**src/common/cachePkg.sv**
```systemverilog
`default_nettype none

package cachePkg;

  ////////////////////////////////////////////////////////////////////////////
  // cpu word and address
  ////////////////////////////////////////////////////////////////////////////

  localparam int addrW = 16;          // cpu byte address
  localparam int wordW = 16;          // data word

  // address split, bit 0 is the byte select and is ignored
  localparam int tagW   = 6;          // bits 15 to 10
  localparam int setW   = 6;          // bits 9 to 4
  localparam int offW   = 3;          // bits 3 to 1
  localparam int tagLsb = 10;         // low bit of the tag field
  localparam int setLsb = 4;          // low bit of the set field
  localparam int offLsb = 1;          // low bit of the word offset

  ////////////////////////////////////////////////////////////////////////////
  // cache geometry
  ////////////////////////////////////////////////////////////////////////////

  localparam int numSets       = 64;  // sets per way
  localparam int wordsPerBlock = 8;   // words per block

  // one metadata byte per set and way
  // tag sits in the low bits with valid and lru above it
  localparam int metaW        = 8;
  localparam int metaValidBit = 6;    // block holds live data
  localparam int metaLruBit   = 7;    // set when this way was used last

  ////////////////////////////////////////////////////////////////////////////
  // backing store
  ////////////////////////////////////////////////////////////////////////////

  localparam int memWords = 32768;    // word addressed by cpu bits 15 to 1

endpackage

`default_nettype wire

```
**src/hdl/missHandler.sv**
```systemverilog
`timescale 1ns/1ps
`default_nettype none

module missHandler import cachePkg::*; (
  input  logic             clk,          // core clock
  input  logic             rstN,         // sync reset, active low
  input  logic [addrW-1:0] cpuAddr,      // held cpu address
  input  logic [wordW-1:0] cpuWrData,    // held cpu write word
  input  logic             cpuWr,        // write request level
  input  logic             miss,         // lookup missed
  input  logic             stall,        // cache busy with metadata
  output logic [addrW-1:0] fillAddr,     // address of the word being filled
  output logic [wordW-1:0] fillData,     // word being filled
  output logic             fillDataWe,   // fill word strobe
  output logic             fillMetaWe,   // tag install strobe
  output logic [addrW-2:0] memAddr,      // memory word address
  output logic             memRd,        // read strobe
  output logic             memWr,        // write-through strobe
  output logic [wordW-1:0] memWrData,    // write-through word
  input  logic             memRdValid,   // read data strobe
  input  logic [wordW-1:0] memRdData     // read data
);

  typedef enum logic [2:0] {
    idle,                                // serve write-through and watch for misses
    request,                             // issue one word read
    waitData,                            // wait out the memory latency
    writeMeta,                           // install tag and lru
    settle                               // cache writes the registered metadata
  } fillState;

  fillState                 state;
  logic [offW-1:0]          wordCnt;     // offset of the word in flight
  logic [addrW-offW-2:0]    blockBase;   // tag and set of the missing block
  logic                     startFill;
  logic                     writeHit;

  assign startFill = (state == idle) & miss & ~stall;
  assign writeHit  = (state == idle) & cpuWr & ~miss & ~stall;   // access completes now

  ////////////////////////////////////////////////////////////////////////////
  // refill sequence
  ////////////////////////////////////////////////////////////////////////////

  always_ff @(posedge clk) begin
    if (!rstN) begin
      state   <= idle;
      wordCnt <= '0;
    end else begin
      case (state)
        idle: begin
          if (startFill) begin
            wordCnt <= '0;               // always from offset 0
            state   <= request;
          end
        end
        request:   state <= waitData;
        waitData: begin
          if (memRdValid) begin
            wordCnt <= wordCnt + 1'b1;
            state   <= (wordCnt == '1) ? writeMeta : request;
          end
        end
        writeMeta: state <= settle;
        settle:    state <= idle;
        default:   state <= idle;
      endcase
    end
  end

  always_ff @(posedge clk) begin
    if (startFill) begin
      blockBase <= cpuAddr[addrW-1:offW+1];       // latched once per refill
    end
  end

  // cache side
  assign fillAddr   = {blockBase, wordCnt, 1'b0};
  assign fillData   = memRdData;
  assign fillDataWe = (state == waitData) & memRdValid;
  assign fillMetaWe = (state == writeMeta);

  // memory side
  assign memRd     = (state == request);
  assign memWr     = writeHit;
  assign memWrData = cpuWrData;
  assign memAddr   = (state == idle) ? cpuAddr[addrW-1:1] : fillAddr[addrW-1:1];

endmodule

`default_nettype wire

```
**config.mk**
```make
export PLATFORM = sky130hd
export DESIGN_NAME = missHandler
export DESIGN_NICKNAME = d
export VERILOG_FILES = /design/src/common/cachePkg.sv /design/src/hdl/missHandler.sv
export SDC_FILE = /design/constraint.sdc
export NUM_CORES = 1
export LEC_CHECK = 0
export ABC_CLOCK_PERIOD_IN_PS = 3040
export BUFFER_PORTS_ARGS = -buffer_cell sky130_fd_sc_hd__clkbuf_2
export CAP_MARGIN = 10
export CORE_ASPECT_RATIO = 1.5
export CORE_MARGIN = 2
export CORE_UTILIZATION = 35
export DETAILED_ROUTE_END_ITERATION = 6
export PLACE_DENSITY = 0.8
export SLEW_MARGIN = 10
export SYNTH_ARGS = -nofsm -noshare
export SYNTH_HDL_FRONTEND = slang
export SYNTH_SLANG_ARGS = --single-unit
```
**constraint.sdc**
```tcl
create_clock -name clk -period 3.04 [get_ports clk]
set_input_delay 0 -clock clk [delete_from_list [all_inputs] [get_ports clk]]
set_output_delay 0 -clock clk [all_outputs]
set_load 0.005 [all_outputs]
```
==> flow_metrics.tcl, run 1 <==
set metrics [dict create \
    numCtsBuffers 3 \
    track_usage_pct 16.32 \
    postCtsSetupBuffers 0 \
    rsz0062_at_grt "no" \
    dpl-instance-area_um2 1224 \
    cp-startpoint "state[0]$_SDFFE_PN0P_" \
    rr_startpoint "state[0]$_SDFFE_PN0P_" \
    cp_max_fo 17 \
    antenna_found_initial 0 \
    nNetsFinal 193 \
    syn-cell-area_um2 1174 \
    yosysSeqAreaShare_pct 40.94 \
    num_io_pins 121 \
    num_rows 25 \
    wl_um 3119 \
    holdPathStages 0 \
    clkTransAtPathRegs_ns 0.07 \
    place_inst 159 \
    final_antenna_net_count 0 \
    layout_min_cycle_time_ns 2.006 \
    viasPerCell 5.051 \
    num_antenna_cells 0 \
    grt_pass1_vias 881 \
    hold_path_class "input port to output port" \
    critPathLaunchType "flip-flop" \
    gp_congestion 0.8073 \
    synthToLayoutAreaGrowth_pct 19.19 \
    dp_hpwl_um 2192 \
    hold_viol 0 \
    finalNonFillerCells 176 \
    drive_gt1_share_pct 56.62 \
    p_int_uw 461.4 \
    h-tree-depth 1 \
    grt_max_degree 18 \
    clk-insertion-delay-late_ns 0.25 \
    drtIter0Drc 15 \
    synthesis.yosys.warnings 0 \
    p_seq_share_pct 47.1 \
    clock.fmax_mhz 498.5 \
    avgSynthCellArea_um2 11.74 \
    numPortBuffers 54 \
    outcome "finished, final reports clean" \
    swShare_pct 24.62 \
    cellPowerDensity_nw_per_um2 437.6 \
    vias 889 \
    cp_data_required_time_ns 3.04 \
    arrival_ns 2.01 \
    clockBufferDepth 2 \
    die_area_um2 3842 \
    initial_core_util_pct 36.78 \
    reg2regPathDepth 2 \
    finalSetupViolCount 0 \
    leakage_uw 0.0006670 \
    grt_pass1_wl_um 4512 \
    hp-start "memRdData[1]" \
    cts_tree "built" \
    grt_overflow 0 \
    ys_types 26 \
    synth_cells 100 \
    synth_seq_cells 18 \
    core_area_um2 3191 \
    slew_headroom_pct 37.09 \
    critical_path_class "flip-flop to output port" \
    wl_per_cell_um 17.72 \
    power_frac_clock_pct 27.0 \
    die_x_um 51.28 \
    clock-root-buffer "clkbuf_8" \
    fin_worst_skew_ns 0.003656 \
    layout.cells.most_common_list "54 x clkbuf_2, 13 x dlygate4sd3_1, 12 x edfxtp_1" \
    layout_worst_path_cycle_share_pct 65.99 \
    maxSlewViolCount 0 \
    crit_path_end_kind "output port" \
    final_common_cell "clkbuf_2" \
    die_y_um 74.92 \
    route.detailed.drc 0 \
    final.setup.tns_ns 0 \
    cap_violations 0 \
    syn_nets 156 \
    power.switching_uw 150.7 \
    worst_pin_slew_ns 0.9407 \
    drtPass1Iterations 6 \
    design_area_um2 1399 \
    comb_power_share_pct 25.9 \
    cts.sinks 18 \
    irDropWorstVdd_mv 0.2216 \
]
[synthesized netlist by cell type (all sizes together)]
cell    count  area (µm²)
and3b       1       8.760
o21ai       3       15.01
and4bb      1       12.51
clkbuf      1       5.000
nand3       3       15.01
nand2       4       15.01
edfxtp     12       360.4
ha          2       25.02
nor4        1       6.260
conb        1       3.750
dfxtp       6       120.1
nor2        2       7.510
nand2b      1       6.260
and2        1       6.260
a221oi      1       15.01
and3        2       12.51
inv         1       3.750
buf        35       279.0
nor3b       1       7.510
nor3        1       16.27
mux2       15       199.0
a31oi       4       25.02
or3b        1       8.760
[layer usage]
layer | GRT usage (%) | vias up | routed length (µm)
li1 | - | 395 | -
met1 | 13.20 | 395 | 956
met2 | 27.85 | 69 | 1427
met3 | 8.532 | 30 | 528
met4 | 15.20 | 0 | 207
met5 | 0 | - | 0
[final timing paths]
| check | endpoint | slack, ns |
|---|---|---|
| max | memAddr[3] | 1.03 |
| min | fillData[1] | 0.000002 |
| max reg2reg | state[1]$_SDFFE_PN0P_ | 1.52 |
| min reg2reg | wordCnt[0]$_SDFFE_PN0P_ | 0.52 |
[per-stage QoR]
step           total power (µW)  utilization [%]  setup slack (ns)  hold slack (ns)
5_1_grt                   646.3            43.84            0.8894      0.000007943
3_3_place_gp              433.8            38.35             1.323       0.00003458
3_5_place_dp              437.3            38.35             1.274       0.00003458
4_1_cts                   617.4            43.84            0.9894       0.00003458
2_1_floorplan             419.6                -            0.9312          0.08082
6_report                  612.1            43.84             1.034      0.000002290
[worst max-delay path, cell delays in order, from the launching register on]
cell      delay (ns)
dfxtp_1         0.40
nor3_4          0.82
mux2_2          0.42
clkbuf_2        0.11
[layout make-up]
class,count,area [µm²]
Timing Repair Buffer,68,407.9
Sequential cell,18,480.5
Multi-Input combinational cell,45,411.6
Fill cell,293,1792
Clock buffer,4,45.04
Tap cell,40,50.05
Inverter,1,3.754
[flip-flops by register name, summed over array words and instances (netlist names)]
name and count:
blockBase 12, wordCnt 3, state 3
[cells by family (layout without fill, tap and decap cells)]
group	count (synthesis)	after routing	synth area share [%]
buffers and inverters	37	73	24.52
and+or+nand+nor	19	19	10.45
DFF	18	18	40.94
muxes	15	15	16.95
AOI/OAI and AO/OA	8	8	4.690
adders and majority gates	2	2	2.132
other	1	1	0.3195
[power groups by stage]
| stage | combinational [µW] | sequential, µW | clock, µW |
|---|---|---|---|
| 6_report | 158 | 288 | 165 |
| 5_1_grt | 172 | 290 | 184 |
| 4_1_cts | 158 | 288 | 172 |
| 3_5_place_dp | 144 | 293 | 0 |
| 3_3_place_gp | 142 | 292 | 0 |
| 2_1_floorplan | 131 | 289 | 0 |
[timing repair]
item / 4_1_cts / 5_1_grt
hold endpoints to repair: 14 / 0
resized for setup: 0 / 0
hold buffers: 13 / 0
No activity file was read; power rests on OpenSTA's default activity.
==> inputs of run 2 (changes only) <==
ABC_CLOCK_PERIOD_IN_PS = 2000   (was 3040)
clock period = 2 ns   (was 3.04 ns; I/O delays follow)
==> run 2 against run 1 <==
Compared with the run above:
- cell count up 0.57%
- combinational power up 59%
- design area up 1.4%
- routed wire length down 4.9%
- register-to-register slack worse by 0.75 ns
- non-clock buffer count up 1
- sequential cell count unchanged
- global-route usage down 1.5 points
- critical path type unchanged
- critical endpoint unchanged
- largest cell class unchanged
- highest routed layer unchanged
==> flow_metrics.tcl, run 2 (synthesis results as in run 1) <==
set metrics [dict create \
    viasPerCell 4.831 \
    final_common_cell "clkbuf_2" \
    cp_max_fo 13 \
    p_seq_share_pct 46.6 \
    drtPass1Iterations 4 \
    cellPowerDensity_nw_per_um2 661.7 \
    core_area_um2 3191 \
    gp_congestion 0.8697 \
    grt_max_degree 14 \
    h-tree-depth 1 \
    layout.cells.most_common_list "54 x clkbuf_2, 13 x dlygate4sd3_1, 12 x edfxtp_1" \
    num_io_pins 121 \
    clock-root-buffer "clkbuf_8" \
    p_int_uw 712.1 \
    route.detailed.drc 0 \
    dpl-instance-area_um2 1244 \
    comb_power_share_pct 26.9 \
    final.setup.tns_ns 0 \
    die_area_um2 3842 \
    outcome "finished, final reports clean" \
    wl_per_cell_um 16.76 \
    vias 855 \
    numCtsBuffers 3 \
    cap_violations 0 \
    drtIter0Drc 11 \
    holdPathStages 0 \
    nNetsFinal 194 \
    largest_reg_flops 12 \
    swShare_pct 24.16 \
    synthToLayoutAreaGrowth_pct 20.90 \
    crit_path_end_kind "output port" \
    cts.sinks 18 \
    hold_viol 0 \
    cts_tree "built" \
    initial_core_util_pct 36.78 \
    num_antenna_cells 0 \
    top_regs "blockBase: 12 flops, state: 3 flops, wordCnt: 3 flops" \
    finalSetupViolCount 0 \
    final_core_util_pct 44.47 \
    reg2regPathDepth 2 \
    leakage_uw 0.0006770 \
    final_antenna_net_count 0 \
    rsz0062_at_grt "no" \
    power_frac_clock_pct 26.5 \
    arrival_ns 1.71 \
    hold_path_class "input port to output port" \
    maxSlewViolCount 0 \
    hold-worst-slack_ns 0.000001995 \
    cp_data_required_time_ns 2.00 \
    postCtsSetupBuffers 0 \
    power.switching_uw 226.8 \
    grt_pass1_vias 829 \
    grt_overflow 0 \
    layout_worst_path_cycle_share_pct 85.58 \
    layout_min_cycle_time_ns 1.712 \
    dp_hpwl_um 2257 \
    track_usage_pct 14.84 \
    dp_slack_ns 0.5391 \
    critical_path_class "flip-flop to output port" \
    fill_cells 304 \
    num_rows 25 \
    die_x_um 51.28 \
    clock.fmax_mhz 584.3 \
    largest_register "blockBase" \
    antenna_found_initial 0 \
    numPortBuffers 54 \
    wl_um 2966 \
    irDropWorstVdd_mv 0.3224 \
    setup_slack_ns 0.2885 \
    design_area_um2 1419 \
    clk-insertion-delay-late_ns 0.24 \
    clockBufferDepth 2 \
    fin_worst_skew_ns 0.003691 \
    critPathLaunchType "flip-flop" \
    drive_gt1_share_pct 56.93 \
    die_y_um 74.92 \
    grt_pass1_wl_um 4126 \
    clkTransAtPathRegs_ns 0.06 \
]
run 2: cell count changes in the layout (fill, tap and decap cells not counted), sizes merged:
cell / delta
buf: +1
run 2: path summary, 6_finish.rpt:
path / startpoint / to / slack [ns]
worst min register to register: wordCnt[0]$_SDFFE_PN0P_ / wordCnt[0]$_SDFFE_PN0P_ / 0.53
worst max-delay path: state[0]$_SDFFE_PN0P_ / memAddr[3] / 0.29
worst min-delay path: memRdData[15] / fillData[15] / 0.000002
worst max register to register: state[0]$_SDFFE_PN0P_ / blockBase[9]$_DFFE_PP_ / 0.77
run 2: worst max-delay path, stage by stage, from the launching register on:
cell and delay (ns):
dfxtp_1 0.40, nor3_4 0.40, buf_12 0.20, mux2_2 0.34
clkbuf_2 0.11
run 2: cell type report:
| class | count | area (µm²) | share of cell area, % |
|---|---|---|---|
| inverters | 1 | 3.754 | 0.2646 |
| multi-input cells | 45 | 411.6 | 29.01 |
| repair buffers | 69 | 427.9 | 30.16 |
| clock buffers | 4 | 45.04 | 3.175 |
| well taps | 40 | 50.05 | 3.527 |
| flip-flops and latches | 18 | 480.5 | 33.86 |
run 2: power by group through the flow:
stage	combinational, µW	clock, µW	sequential, µW
floorplan	200	0	439
global placement	229	0	443
detailed placement	233	0	445
CTS	254	264	437
global route	274	283	441
finish	252	249	438
run 2: per-stage QoR:
step | total power [µW] | instances
floorplan | 639.0 | 100
global placement | 672.2 | 160
detailed placement | 678.4 | 160
CTS | 954.4 | 177
global route | 997.2 | 177
finish | 938.9 | 177
run 2: timing repair:
item / 4_1_cts / 5_1_grt
hold buffers: 13 / 0
endpoints found under the hold margin: 14 / 0
gates resized for setup: 0 / 0
run 2: layer usage:
layer,track usage (%),up-vias,share of wire [%]
met1,13.86,369,33
met2,25.11,71,46
li1,-,393,-
met3,7.540,22,16
met5,0,-,0
met4,10.23,0,4.6
==> inputs of run 3 (changes only) <==
CELL_PAD_IN_SITES_DETAIL_PLACEMENT = 1   (was unset)
CELL_PAD_IN_SITES_GLOBAL_PLACEMENT = 1   (was unset)
CORE_UTILIZATION = 24   (was 35)
==> run 3 against run 2 <==
Compared with the run above:
- register-to-register slack worse by 0.05 ns
- non-clock buffer count unchanged
- sequential share of layout area is 0.76 points lower
- total power grew 0.74%
- combinational power is essentially flat
- cell count up 15%
- design area grew 2.3%
- critical path depth unchanged
- sequential cell count is the same
- utilization down 14 points
- critical path type unchanged
- highest routed layer unchanged
==> flow_metrics.tcl, run 3 (synthesis results as in run 1) <==
set metrics [dict create \
    vias 865 \
    critical_path_class "flip-flop to output port" \
    cellPowerDensity_nw_per_um2 651.7 \
    synthToLayoutAreaGrowth_pct 23.67 \
    largest_register "blockBase" \
    top_usage_layer "met2" \
    crit_path_end_kind "output port" \
    hp-start "memRdData[4]" \
    drtPass1Iterations 3 \
    clk-insertion-delay-late_ns 0.25 \
    leakage_uw 0.0006774 \
    reg2regPathDepth 3 \
    critPathLaunchType "flip-flop" \
    drive_gt1_share_pct 56.93 \
    final.setup.tns_ns 0 \
    numPortBuffers 54 \
    initial_core_util_pct 24.60 \
    clkTransAtPathRegs_ns 0.07 \
    core_area_um2 4771 \
    h-tree-depth 1 \
    viasPerCell 4.261 \
    num_antenna_cells 0 \
    finalSetupViolCount 0 \
    layout_worst_path_cycle_share_pct 85.03 \
    fill_cells 548 \
    largest_reg_flops 12 \
    cap_violations 0 \
    design_area_um2 1451 \
    final_common_cell "clkbuf_2" \
    clockBufferDepth 2 \
    hold_viol 0 \
    reg2reg_to "state[1]$_SDFFE_PN0P_" \
    final_antenna_net_count 0 \
    met1_usage_pct 10.09 \
    layout.cells.most_common_list "54 x clkbuf_2, 13 x dlygate4sd3_1, 12 x edfxtp_1" \
    layout_min_cycle_time_ns 1.701 \
    wl_per_cell_um 14.37 \
    grt_max_degree 14 \
    postCtsSetupBuffers 0 \
    antenna_found_initial 0 \
    num_rows 31 \
    cts_hold_buffers 13 \
    holdPathStages 0 \
    die_x_um 61.10 \
    cp_data_required_time_ns 2.00 \
    power_uw 945.8 \
    min_to "fillData[4]" \
    cts_tree "built" \
    met2_usage_pct 17.21 \
    track_usage_pct 10.44 \
    dpl-instance-area_um2 1276 \
    rr_startpoint "state[0]$_SDFFE_PN0P_" \
    grt_pass1_wl_um 4077 \
    finalNonFillerCells 203 \
    maxSlewViolCount 0 \
    route.detailed.drc 0 \
    die_y_um 89.65 \
    clock.fmax_mhz 588.0 \
    die_area_um2 5477 \
    grt_overflow 0 \
    wl_um 2917 \
    worst-r2r-setup-slack_ns 0.72 \
    irDropWorstVdd_mv 0.2694 \
    cts_resized 0 \
    cp_max_fo 13 \
    place_inst 186 \
    grt_pass1_vias 824 \
    rsz0062_at_grt "no" \
    num_io_pins 121 \
    grt_use_met3_pct 2.149 \
    numCtsBuffers 3 \
    drtIter0Drc 15 \
    outcome "finished, final reports clean" \
    top_regs "blockBase: 12 flops, state: 3 flops, wordCnt: 3 flops" \
    dp_hpwl_um 2262 \
    clock-root-buffer "clkbuf_8" \
    arrival_ns 1.70 \
    nNetsFinal 194 \
    cts.sinks 18 \
    hold_path_class "input port to output port" \
    gp_congestion 0.6915 \
    fin_worst_skew_ns 0.006420 \
]
run 3: cell type report:
| cell class | count | area (µm²) | share of cell area, % |
|---|---|---|---|
| clock buffers | 3 | 41.29 | 2.845 |
| clock inverters | 1 | 3.754 | 0.2586 |
| inverters | 1 | 3.754 | 0.2586 |
| multi-input cells | 45 | 411.6 | 28.36 |
| flip-flops and latches | 18 | 480.5 | 33.10 |
| well taps | 66 | 82.58 | 5.690 |
| repair buffers | 69 | 427.9 | 29.48 |
run 3: worst max path at each step:
stage	start	slack [ns]	to	depth (start not counted)
floorplan	state[1]$_SDFFE_PN0P_	0.38	blockBase[0]$_DFFE_PP_	2
global placement	state[0]$_SDFFE_PN0P_	0.57	memAddr[4]	4
detailed placement	state[0]$_SDFFE_PN0P_	0.56	memAddr[14]	4
CTS	state[0]$_SDFFE_PN0P_	0.27	memAddr[14]	4
global route	state[0]$_SDFFE_PN0P_	0.20	memAddr[3]	4
finish	state[0]$_SDFFE_PN0P_	0.30	memAddr[14]	4
run 3: per-layer routing:
metal | wire [µm] | vias up
met4 | 212 | 0
met1 | 978 | 391
met5 | 0 | -
met3 | 250 | 30
li1 | - | 396
met2 | 1476 | 48
run 3: stage by stage:
| step | utilization (%) | worst slack [ns] | hold slack (ns) |
|---|---|---|---|
| after global routing | 30.42 | 0.2010 | 0.000007942 |
| final | 30.42 | 0.2993 | 0.000001994 |
| after detailed placement | 26.75 | 0.5557 | 0.00003458 |
| after CTS | 30.42 | 0.2660 | 0.00003458 |
| after global placement | 26.75 | 0.5748 | 0.00003458 |
| after floorplan | - | 0.3799 | 0.08082 |
run 3: power by group:
| part | internal, µW | switching [µW] |
|---|---|---|
| Clock | 136 | 119 |
| Sequential | 419 | 18.5 |
| Combinational | 152 | 101 |
| Total | 707 | 239 |
run 3: worst max-delay path: stages (launching register included):
cell and delay, ns:
dfxtp_1 0.40, nor3_4 0.39, buf_12 0.20, mux2_2 0.34
clkbuf_2 0.11
